$ cat src/hw/msx_slot_pkg.sv
`default_nettype none

package msx_slot_pkg;

   // cpu bus
   localparam int cpu_addr_w = 16;
   localparam int cpu_data_w = 8;

   // external memory, byte address
   localparam int ram_addr_w = 27;

   // address bits inside a 16 KB page
   localparam int page_w = 14;
   // address bits inside an 8 KB megarom window
   localparam int bank8_w = 13;

   // layout indexed by {slot, subslot, page}
   localparam int layout_entries = 64;
   localparam int region_entries = 16;

   // sub-slot select register
   localparam logic [cpu_addr_w-1:0] expander_addr = 16'hffff;

   // configuration port targets
   localparam logic cfg_sel_layout = 1'b0;
   localparam logic cfg_sel_region = 1'b1;

   typedef enum logic [2:0] {
      mapper_unused  = 3'd0,
      mapper_none    = 3'd1,
      mapper_linear  = 3'd2,
      mapper_konami  = 3'd3,
      mapper_ascii8  = 3'd4,
      mapper_ascii16 = 3'd5
   } mapper_t;

   // one entry per slot, subslot and page
   typedef struct packed {
      logic [$clog2(region_entries)-1:0] region;
      logic [1:0]                        page_offset;
      logic                              cart_num;
      mapper_t                           mapper;
   } layout_entry_t;

   // base and size in 16 KB pages
   typedef struct packed {
      logic                           ro;
      logic [7:0]                     size_pages;
      logic [ram_addr_w-page_w-1:0]   base_page;
   } region_entry_t;

   // wide enough for either table entry
   typedef logic [$bits(region_entry_t)-1:0] cfg_data_t;

endpackage

`default_nettype wire

$ cat src/hw/megarom_bank_mapper.sv
`timescale 1ns/1ps
`default_nettype none

module megarom_bank_mapper (
   input  wire logic                                clk,
   input  wire logic                                reset,
   input  wire logic [msx_slot_pkg::cpu_addr_w-1:0] cpu_addr,
   input  wire logic [msx_slot_pkg::cpu_data_w-1:0] cpu_dout,
   input  wire logic                                cpu_wr,
   input  wire logic                                cpu_mreq,
   input  wire msx_slot_pkg::mapper_t               mapper,
   input  wire logic                                cart_num,
   input  wire logic [7:0]                          size_pages,
   output logic [msx_slot_pkg::ram_addr_w-1:0]      rom_offset,
   output logic                                     rom_unmapped
);
   import msx_slot_pkg::*;

   // konami bank 0 never changes, banks 1..3 written from 6000-BFFF
   logic [cpu_data_w-1:0] konami_bank [2][4];
   // ascii16 only uses the first two
   logic [cpu_data_w-1:0] ascii_bank [2][4];

   logic                  is_megarom;
   logic                  bank_wr;
   logic [2:0]            addr_8k;
   logic [1:0]            win8;
   logic [ram_addr_w-1:0] raw_offset;
   logic [ram_addr_w-1:0] size_mask;

   assign is_megarom = (mapper == mapper_konami) || (mapper == mapper_ascii8) ||
                       (mapper == mapper_ascii16);
   assign bank_wr    = cpu_mreq && cpu_wr && is_megarom;

   // 8 KB window number, 4000 is window 0
   assign addr_8k = cpu_addr[cpu_addr_w-1 -: 3];
   assign win8    = 2'(addr_8k - 3'd2);

   always_ff @(posedge clk) begin
      if (reset) begin
         for (int c = 0; c < 2; c++) begin
            for (int b = 0; b < 4; b++) begin
               konami_bank[c][b] <= cpu_data_w'(b);
               ascii_bank[c][b]  <= '0;
            end
         end
      end else if (bank_wr) begin
         if (mapper == mapper_konami && addr_8k inside {3'd3, 3'd4, 3'd5}) begin
            konami_bank[cart_num][win8] <= cpu_dout;
         end
         // 6000-7FFF, 2 KB steps select the bank
         if (mapper == mapper_ascii8 && addr_8k == 3'd3) begin
            ascii_bank[cart_num][cpu_addr[12:11]] <= cpu_dout;
         end
         // 6000-67FF and 7000-77FF only
         if (mapper == mapper_ascii16 && addr_8k == 3'd3 && !cpu_addr[11]) begin
            ascii_bank[cart_num][{1'b0, cpu_addr[12]}] <= cpu_dout;
         end
      end
   end

   always_comb begin
      case (mapper)
         mapper_konami: begin
            raw_offset = ram_addr_w'({konami_bank[cart_num][win8], cpu_addr[bank8_w-1:0]});
         end
         mapper_ascii8: begin
            raw_offset = ram_addr_w'({ascii_bank[cart_num][win8], cpu_addr[bank8_w-1:0]});
         end
         mapper_ascii16: begin
            // 4000-7FFF on bank 0, 8000-BFFF on bank 1
            raw_offset = ram_addr_w'({ascii_bank[cart_num][{1'b0, cpu_addr[15]}],
                                      cpu_addr[page_w-1:0]});
         end
         default: begin
            raw_offset = '0;
         end
      endcase
   end

   // rom size in bytes minus one, so banks wrap around
   assign size_mask  = (ram_addr_w'(size_pages) << page_w) - ram_addr_w'(1);
   assign rom_offset = raw_offset & size_mask;

   // pages 0 and 3 are outside the cartridge window
   assign rom_unmapped = is_megarom && (cpu_addr[15] == cpu_addr[14]);

endmodule

`default_nettype wire

$ cat src/hw/msx_slots.sv
`timescale 1ns/1ps
`default_nettype none

module msx_slots (
   input  wire logic                                              clk,
   input  wire logic                                              reset,
   input  wire logic [msx_slot_pkg::cpu_addr_w-1:0]               cpu_addr,
   input  wire logic [msx_slot_pkg::cpu_data_w-1:0]               cpu_dout,
   output logic [msx_slot_pkg::cpu_data_w-1:0]                    cpu_din,
   input  wire logic                                              cpu_rd,
   input  wire logic                                              cpu_wr,
   input  wire logic                                              cpu_mreq,
   input  wire logic [1:0]                                        active_slot,
   input  wire logic [3:0]                                        expander_en,
   input  wire logic                                              cfg_we,
   input  wire logic                                              cfg_sel,
   input  wire logic [$clog2(msx_slot_pkg::layout_entries)-1:0]   cfg_index,
   input  wire msx_slot_pkg::cfg_data_t                           cfg_data,
   output logic [msx_slot_pkg::ram_addr_w-1:0]                    ram_addr,
   output logic [msx_slot_pkg::cpu_data_w-1:0]                    ram_din,
   input  wire logic [msx_slot_pkg::cpu_data_w-1:0]               ram_dout,
   output logic                                                   ram_rnw,
   output logic                                                   ram_ce
);
   import msx_slot_pkg::*;

   logic [1:0]                   subslot;
   logic                         expander_hit;
   logic [cpu_data_w-1:0]        expander_dout;
   mapper_t                      mapper;
   logic                         cart_num;
   logic [1:0]                   page_offset;
   logic [ram_addr_w-page_w-1:0] base_page;
   logic [7:0]                   size_pages;
   logic                         ro;
   logic [ram_addr_w-1:0]        rom_offset;
   logic                         rom_unmapped;

   subslot_expander u_expander (
      .clk, .reset, .cpu_addr, .cpu_dout, .cpu_rd, .cpu_wr, .cpu_mreq,
      .active_slot, .expander_en, .subslot, .expander_hit, .expander_dout
   );

   slot_layout_table u_layout (
      .clk, .reset, .cfg_we, .cfg_sel, .cfg_index, .cfg_data, .active_slot, .subslot,
      .page(cpu_addr[cpu_addr_w-1 -: 2]),
      .mapper, .cart_num, .page_offset, .base_page, .size_pages, .ro
   );

   megarom_bank_mapper u_banks (
      .clk, .reset, .cpu_addr, .cpu_dout, .cpu_wr, .cpu_mreq, .mapper, .cart_num,
      .size_pages, .rom_offset, .rom_unmapped
   );

   slot_memory_port u_mem_port (
      .cpu_addr, .cpu_dout, .cpu_rd, .cpu_wr, .cpu_mreq, .mapper, .page_offset,
      .base_page, .size_pages, .ro, .rom_offset, .rom_unmapped, .expander_hit,
      .expander_dout, .ram_dout, .ram_addr, .ram_din, .ram_rnw, .ram_ce, .cpu_din
   );

endmodule

`default_nettype wire

$ cat src/hw/slot_layout_table.sv
`timescale 1ns/1ps
`default_nettype none

module slot_layout_table (
   input  wire logic                                              clk,
   input  wire logic                                              reset,
   input  wire logic                                              cfg_we,
   input  wire logic                                              cfg_sel,
   input  wire logic [$clog2(msx_slot_pkg::layout_entries)-1:0]   cfg_index,
   input  wire msx_slot_pkg::cfg_data_t                           cfg_data,
   input  wire logic [1:0]                                        active_slot,
   input  wire logic [1:0]                                        subslot,
   input  wire logic [1:0]                                        page,
   output msx_slot_pkg::mapper_t                                  mapper,
   output logic                                                   cart_num,
   output logic [1:0]                                             page_offset,
   output logic [msx_slot_pkg::ram_addr_w-msx_slot_pkg::page_w-1:0] base_page,
   output logic [7:0]                                             size_pages,
   output logic                                                   ro
);
   import msx_slot_pkg::*;

   localparam int layout_idx_w = $clog2(layout_entries);
   localparam int region_idx_w = $clog2(region_entries);

   layout_entry_t layout_tbl [layout_entries];
   region_entry_t region_tbl [region_entries];

   logic [layout_idx_w-1:0] layout_idx;
   layout_entry_t           cur_layout;
   region_entry_t           cur_region;

   // configuration writes, one entry per edge
   always_ff @(posedge clk) begin
      if (reset) begin
         for (int i = 0; i < layout_entries; i++) begin
            layout_tbl[i] <= '0;
         end
         for (int j = 0; j < region_entries; j++) begin
            region_tbl[j] <= '0;
         end
      end else if (cfg_we) begin
         if (cfg_sel == cfg_sel_layout) begin
            layout_tbl[cfg_index] <= layout_entry_t'(cfg_data[$bits(layout_entry_t)-1:0]);
         end
         if (cfg_sel == cfg_sel_region) begin
            region_tbl[cfg_index[region_idx_w-1:0]] <= region_entry_t'(cfg_data);
         end
      end
   end

   // slot, subslot, page picks the layout entry
   assign layout_idx = {active_slot, subslot, page};
   assign cur_layout = layout_tbl[layout_idx];

   // layout entry then points at its ram region
   assign cur_region = region_tbl[cur_layout.region];

   assign mapper      = cur_layout.mapper;
   assign cart_num    = cur_layout.cart_num;
   assign page_offset = cur_layout.page_offset;
   assign base_page   = cur_region.base_page;
   assign size_pages  = cur_region.size_pages;
   assign ro          = cur_region.ro;

endmodule

`default_nettype wire

$ cat src/hw/slot_memory_port.sv
`timescale 1ns/1ps
`default_nettype none

module slot_memory_port (
   input  wire logic [msx_slot_pkg::cpu_addr_w-1:0]                 cpu_addr,
   input  wire logic [msx_slot_pkg::cpu_data_w-1:0]                 cpu_dout,
   input  wire logic                                                cpu_rd,
   input  wire logic                                                cpu_wr,
   input  wire logic                                                cpu_mreq,
   input  wire msx_slot_pkg::mapper_t                               mapper,
   input  wire logic [1:0]                                          page_offset,
   input  wire logic [msx_slot_pkg::ram_addr_w-msx_slot_pkg::page_w-1:0] base_page,
   input  wire logic [7:0]                                          size_pages,
   input  wire logic                                                ro,
   input  wire logic [msx_slot_pkg::ram_addr_w-1:0]                 rom_offset,
   input  wire logic                                                rom_unmapped,
   input  wire logic                                                expander_hit,
   input  wire logic [msx_slot_pkg::cpu_data_w-1:0]                 expander_dout,
   input  wire logic [msx_slot_pkg::cpu_data_w-1:0]                 ram_dout,
   output logic [msx_slot_pkg::ram_addr_w-1:0]                      ram_addr,
   output logic [msx_slot_pkg::cpu_data_w-1:0]                      ram_din,
   output logic                                                     ram_rnw,
   output logic                                                     ram_ce,
   output logic [msx_slot_pkg::cpu_data_w-1:0]                      cpu_din
);
   import msx_slot_pkg::*;

   logic [ram_addr_w-1:0] none_offset;
   logic [ram_addr_w-1:0] linear_offset;
   logic [ram_addr_w-1:0] size_mask;
   logic [ram_addr_w-1:0] offset;
   logic                  unmapped;

   // plain rom/ram, page offset shifts the start
   assign none_offset = ram_addr_w'(cpu_addr[page_w-1:0]) +
                        (ram_addr_w'(page_offset) << page_w);

   assign size_mask     = (ram_addr_w'(size_pages) << page_w) - ram_addr_w'(1);
   assign linear_offset = ram_addr_w'(cpu_addr) & size_mask;

   always_comb begin
      case (mapper)
         mapper_none:   offset = none_offset;
         mapper_linear: offset = linear_offset;
         mapper_konami, mapper_ascii8, mapper_ascii16: offset = rom_offset;
         default:       offset = '0;
      endcase
   end

   assign ram_addr = (ram_addr_w'(base_page) << page_w) + offset;

   // expander register shadows memory at FFFF
   assign unmapped = (mapper == mapper_unused) || rom_unmapped || expander_hit;

   assign ram_ce  = !unmapped && cpu_mreq && (cpu_rd || (cpu_wr && !ro));
   assign ram_rnw = cpu_rd;
   assign ram_din = cpu_dout;

   // idle sources drive all ones so they AND cleanly
   assign cpu_din = expander_dout & (unmapped ? {cpu_data_w{1'b1}} : ram_dout);

endmodule

`default_nettype wire

$ cat src/hw/subslot_expander.sv
`timescale 1ns/1ps
`default_nettype none

module subslot_expander (
   input  wire logic                                clk,
   input  wire logic                                reset,
   input  wire logic [msx_slot_pkg::cpu_addr_w-1:0] cpu_addr,
   input  wire logic [msx_slot_pkg::cpu_data_w-1:0] cpu_dout,
   input  wire logic                                cpu_rd,
   input  wire logic                                cpu_wr,
   input  wire logic                                cpu_mreq,
   input  wire logic [1:0]                          active_slot,
   input  wire logic [3:0]                          expander_en,
   output logic [1:0]                               subslot,
   output logic                                     expander_hit,
   output logic [msx_slot_pkg::cpu_data_w-1:0]      expander_dout
);
   import msx_slot_pkg::*;

   // one select register per primary slot, two bits per page
   logic [cpu_data_w-1:0] sub_reg [4];
   logic [cpu_data_w-1:0] active_reg;
   logic [1:0]            page;

   assign page       = cpu_addr[cpu_addr_w-1 -: 2];
   assign active_reg = sub_reg[active_slot];

   assign expander_hit = cpu_mreq && (cpu_addr == expander_addr) && expander_en[active_slot];

   // register reads back inverted
   assign expander_dout = (expander_hit && cpu_rd) ? ~active_reg : '1;

   // plain slot always sits on sub-slot 0
   assign subslot = expander_en[active_slot] ? active_reg[{page, 1'b0} +: 2] : 2'd0;

   always_ff @(posedge clk) begin
      if (reset) begin
         for (int i = 0; i < 4; i++) begin
            sub_reg[i] <= '0;
         end
      end else if (expander_hit && cpu_wr) begin
         sub_reg[active_slot] <= cpu_dout;
      end
   end

endmodule

`default_nettype wire

$ cat config.mk
export PLATFORM = sky130hd
export DESIGN_NAME = msx_slots
export DESIGN_NICKNAME = d
export VERILOG_FILES = /design/src/hw/msx_slot_pkg.sv /design/src/hw/megarom_bank_mapper.sv /design/src/hw/msx_slots.sv /design/src/hw/slot_layout_table.sv /design/src/hw/slot_memory_port.sv /design/src/hw/subslot_expander.sv
export SDC_FILE = /design/constraint.sdc
export NUM_CORES = 2
export LEC_CHECK = 0
export ABC_AREA = 1
export BUFFER_PORTS_ARGS = -buffer_cell sky130_fd_sc_hd__buf_4
export CAP_MARGIN = 20
export CELL_PAD_IN_SITES_DETAIL_PLACEMENT = 2
export CELL_PAD_IN_SITES_GLOBAL_PLACEMENT = 2
export CORE_MARGIN = 1
export CORE_UTILIZATION = 38
export DETAILED_ROUTE_END_ITERATION = 10
export PLACE_DENSITY = 0.74
export SYNTH_ARGS = -nofsm -noshare
export SYNTH_HDL_FRONTEND = slang
export SYNTH_SLANG_ARGS = --single-unit
$ cat constraint.sdc
create_clock -name clk -period 4.5 [get_ports clk]
set_clock_uncertainty 0.15 [all_clocks]
set_input_delay 0.225 -clock clk [delete_from_list [all_inputs] [get_ports clk]]
set_output_delay 0.225 -clock clk [all_outputs]
set_load 0.02 [all_outputs]
==> reports/qor.yml <==
seq_area_frac_synth_pct: 65.8
rsz0062_at_grt: "true"
critPathSlowestCell: "edfxtp_1"
max_flop_register: "u_layout.layout_tbl"
grt_max_degree: 72
status: "finished, violations left"
gp_congestion: 0.894
drive_above_1_share_pct: 20.7
core_mm2: 0.137
powerDensity_mw_per_mm2: 455
power_frac_clock_pct: 37.1
grt_pass1_wl_um: 322000
synth_ff_type: "edfxtp_1"
worstPathMaxFanout: 21
first_global_vias: 47500
drt_iter0_drc: 4219
power_switching_mw: 8.77
synth_top_area_cell: "edfxtp_1"
syn_area_mm2: 0.0526
max_cap_viol_count: 0
setup_viol: 47
synth_top_area_share_pct: 65.8
num-fill-cells: 13800
largest_reg_flops: 640
max-vdd-ir-drop_uv: 403
slew-limit-headroom_pct: 23.0
power_frac_seq_pct: 42.3
io_pins: 118
wl_per_cell_um: 30.4
hold_violations: 9
h-tree-depth: 4
timing_worst_setup_path_type: "reg -> out"
root_buffer: "clkbuf_16"
die_w_um: 374
fmax_mhz: 153
ys_warn_count: 0
cts_buffers: 137
violations: "negative hold slack, negative setup slack"
start_util_pct: 38.3
total_leakage_power_nw: 25.4
hold_class: "in -> reg"
reg_top3: "u_layout.layout_tbl: 640 flops, u_layout.region_tbl: 352 flops"
clock_path_buffers: 3
cts.sinks: 1152
worstPathRequired_ns: 4.12
synth-seq-cells: 1152
path_clk_slew_ns: 0.06
synth.area.top_cells: "edfxtp_1 66%, nor2_1 8.7%, nand2_1 5.9%"
internal-power_mw: 20.8
synthToLayoutAreaGrowth_pct: 23.9
clk_latency_ns: 0.80
cp_slowest_stage_delay_ns: 0.42
final_max_slew_viol_count: 0
synth_edf_count: 1152
antenna_found_initial: 4
post-route-period-util_pct: 146
ys_async_sr_fraction_pct: 0
via_count: 43700
final_area_mm2: 0.0651
grt.overflow.total: 0
start_kind: "flop"
nets: 5651
drc: 0
num_rows: 136
ant_nets: 0
arrival_ns: 6.18
fin_ws_ns: -2.05
syn_inst: 5088
min_period_ns: 6.55
cts_tree: "done"
vias_per_cell: 5.86
port_buffers: 117
synth.avg_cell_area_um2: 10.3
hold_slack_ns: -0.0319
synth.distinct_cells: 56
drt_wl_total_um: 226000
sw_frac_of_total_pct: 29.6
grt.total_usage_pct: 31.2
combPwrFrac_pct: 20.6
place_hpwl_um: 141000
first_pass_iters: 5
worstMarginPinSlew_ns: 1.16
worstSetupEndpointType: "output pin"
place_area_mm2: 0.0585
die_h_um: 374
die-area_mm2: 0.140
[per-stage QoR]
| stage | utilization (%) | setup WS (ns) | setup TNS (ns) | std cells | total power [mW] |
|---|---|---|---|---|---|
| 2_1_floorplan | - | 0.00582 | 0 | 5103 | 15.1 |
| 6_report | 47.4 | -2.05 | -30.41 | 7461 | 29.6 |
| 4_1_cts | 46.9 | -1.76 | -21.86 | 7451 | 29.1 |
| 5_1_grt | 47.4 | -2.13 | -50.44 | 7460 | 30.3 |
| 3_3_place_gp | 42.6 | -1.42 | -12.28 | 7140 | 17.5 |
| 3_5_place_dp | 42.6 | -1.65 | -18.68 | 7140 | 17.7 |
[final cells by class]
| cell class | instances | area [µm²] | area share, % |
|---|---|---|---|
| multi-input combinational | 3294 | 16300 | 25.0 |
| tap | 1794 | 2240 | 3.45 |
| antenna | 1 | 2.50 | 0.00384 |
| inverter | 225 | 922 | 1.42 |
| clock inverter | 56 | 482 | 0.740 |
| clock buffer | 182 | 3750 | 5.75 |
| sequential | 1152 | 34600 | 53.1 |
| timing repair buffer | 757 | 6850 | 10.5 |
[Yosys cell counts (5+ instances only)]
library cell and instances:
a31oi_1 6, a32o_1 20, nor2_1 1218, nand2_1 831
nand3_2 8, ha_1 10, inv_1 193, o21bai_1 5
xor2_1 11, nand2_2 15, nand3b_1 39, clkbuf_1 264
nand4_1 9, mux2i_1 19, o221ai_1 15, buf_2 79
a22oi_1 16, inv_2 28, o21ai_1 9, o211ai_1 37
o22ai_1 161, edfxtp_1 1152, nor3_1 52, buf_4 30
buf_6 35, a221oi_1 16, nand3_1 360, a21oi_1 298
nor2_2 6, o21ai_0 81, buf_1 24
[power by group through the flow]
stage               Combinational [mW]  Sequential, mW  Clock [mW]
floorplan                         2.46            12.6           0
global placement                  4.79            12.7           0
finish                            6.10            12.5        11.0
global route                      6.32            12.6        11.4
detailed placement                4.96            12.7           0
CTS                               5.59            12.5        11.0
[critical path, delay by kind of cell, from the launching register on]
family	cells	cell delay [ns]
flops	1	0.42
mux	1	0.32
compound gates	7	1.14
simple gates	14	1.41
buf+inv	9	1.20
fa+ha+maj	2	0.61
xor+xnor	1	0.22
[per-layer routing]
metal / up-vias / global-route usage (%) / share of wire [%]
li1: 18500 / - / -
met1: 23000 / 38.5 / 39
met2: 1753 / 54.5 / 51
met3: 473 / 4.07 / 6.0
met4: 2 / 13.8 / 4.1
met5: - / 0 / 0.0057
[cell usage in the layout, fill, tap and decap left out, types with 69 or more instances in the layout]
cell type  instances
clkbuf_16        145
edfxtp_1        1152
buf_4            609
nand2_1          794
nand3_1          292
o22ai_1          160
nor2_1          1213
o21ai_0           69
inv_1            180
a21oi_1          285
[cell families (layout without fill, tap and decap cells)]
family | count (synthesis) | count (layout) | share of synthesized area [%]
flops | 1152 | 1152 | 65.8
compound gates | 685 | 685 | 7.80
buf+inv | 659 | 1220 | 5.66
xor+xnor | 12 | 12 | 0.200
mux | 19 | 19 | 0.362
fa+ha+maj | 11 | 11 | 0.276
simple gates | 2549 | 2551 | 19.9
other cells | 1 | 17 | 0.00714
[final timing paths]
path,from,to,slack (ns),cells past startpoint
max,u_expander.sub_reg[1][6],ram_addr[24],-2.05,34
min,cfg_data[6],u_layout.region_tbl[12][6],-0.03,3
max reg2reg,u_expander.sub_reg[1][6],u_banks.ascii_bank[0][25],-0.04,28
min reg2reg,u_layout.layout_tbl[10][2],u_banks.konami_bank[1][8],1.61,11
[repair_timing]
action / in CTS / in global routing
hold buffers: 25 / 0
gates cloned: 7 / 1
hold endpoints to repair: 367 / 0
buffers inserted: 44 / 15
pin swaps: 86 / 76
gates resized for setup: 231 / 117
endpoints found under the setup margin: 36 / 122
(Power assumes the default switching activity.)
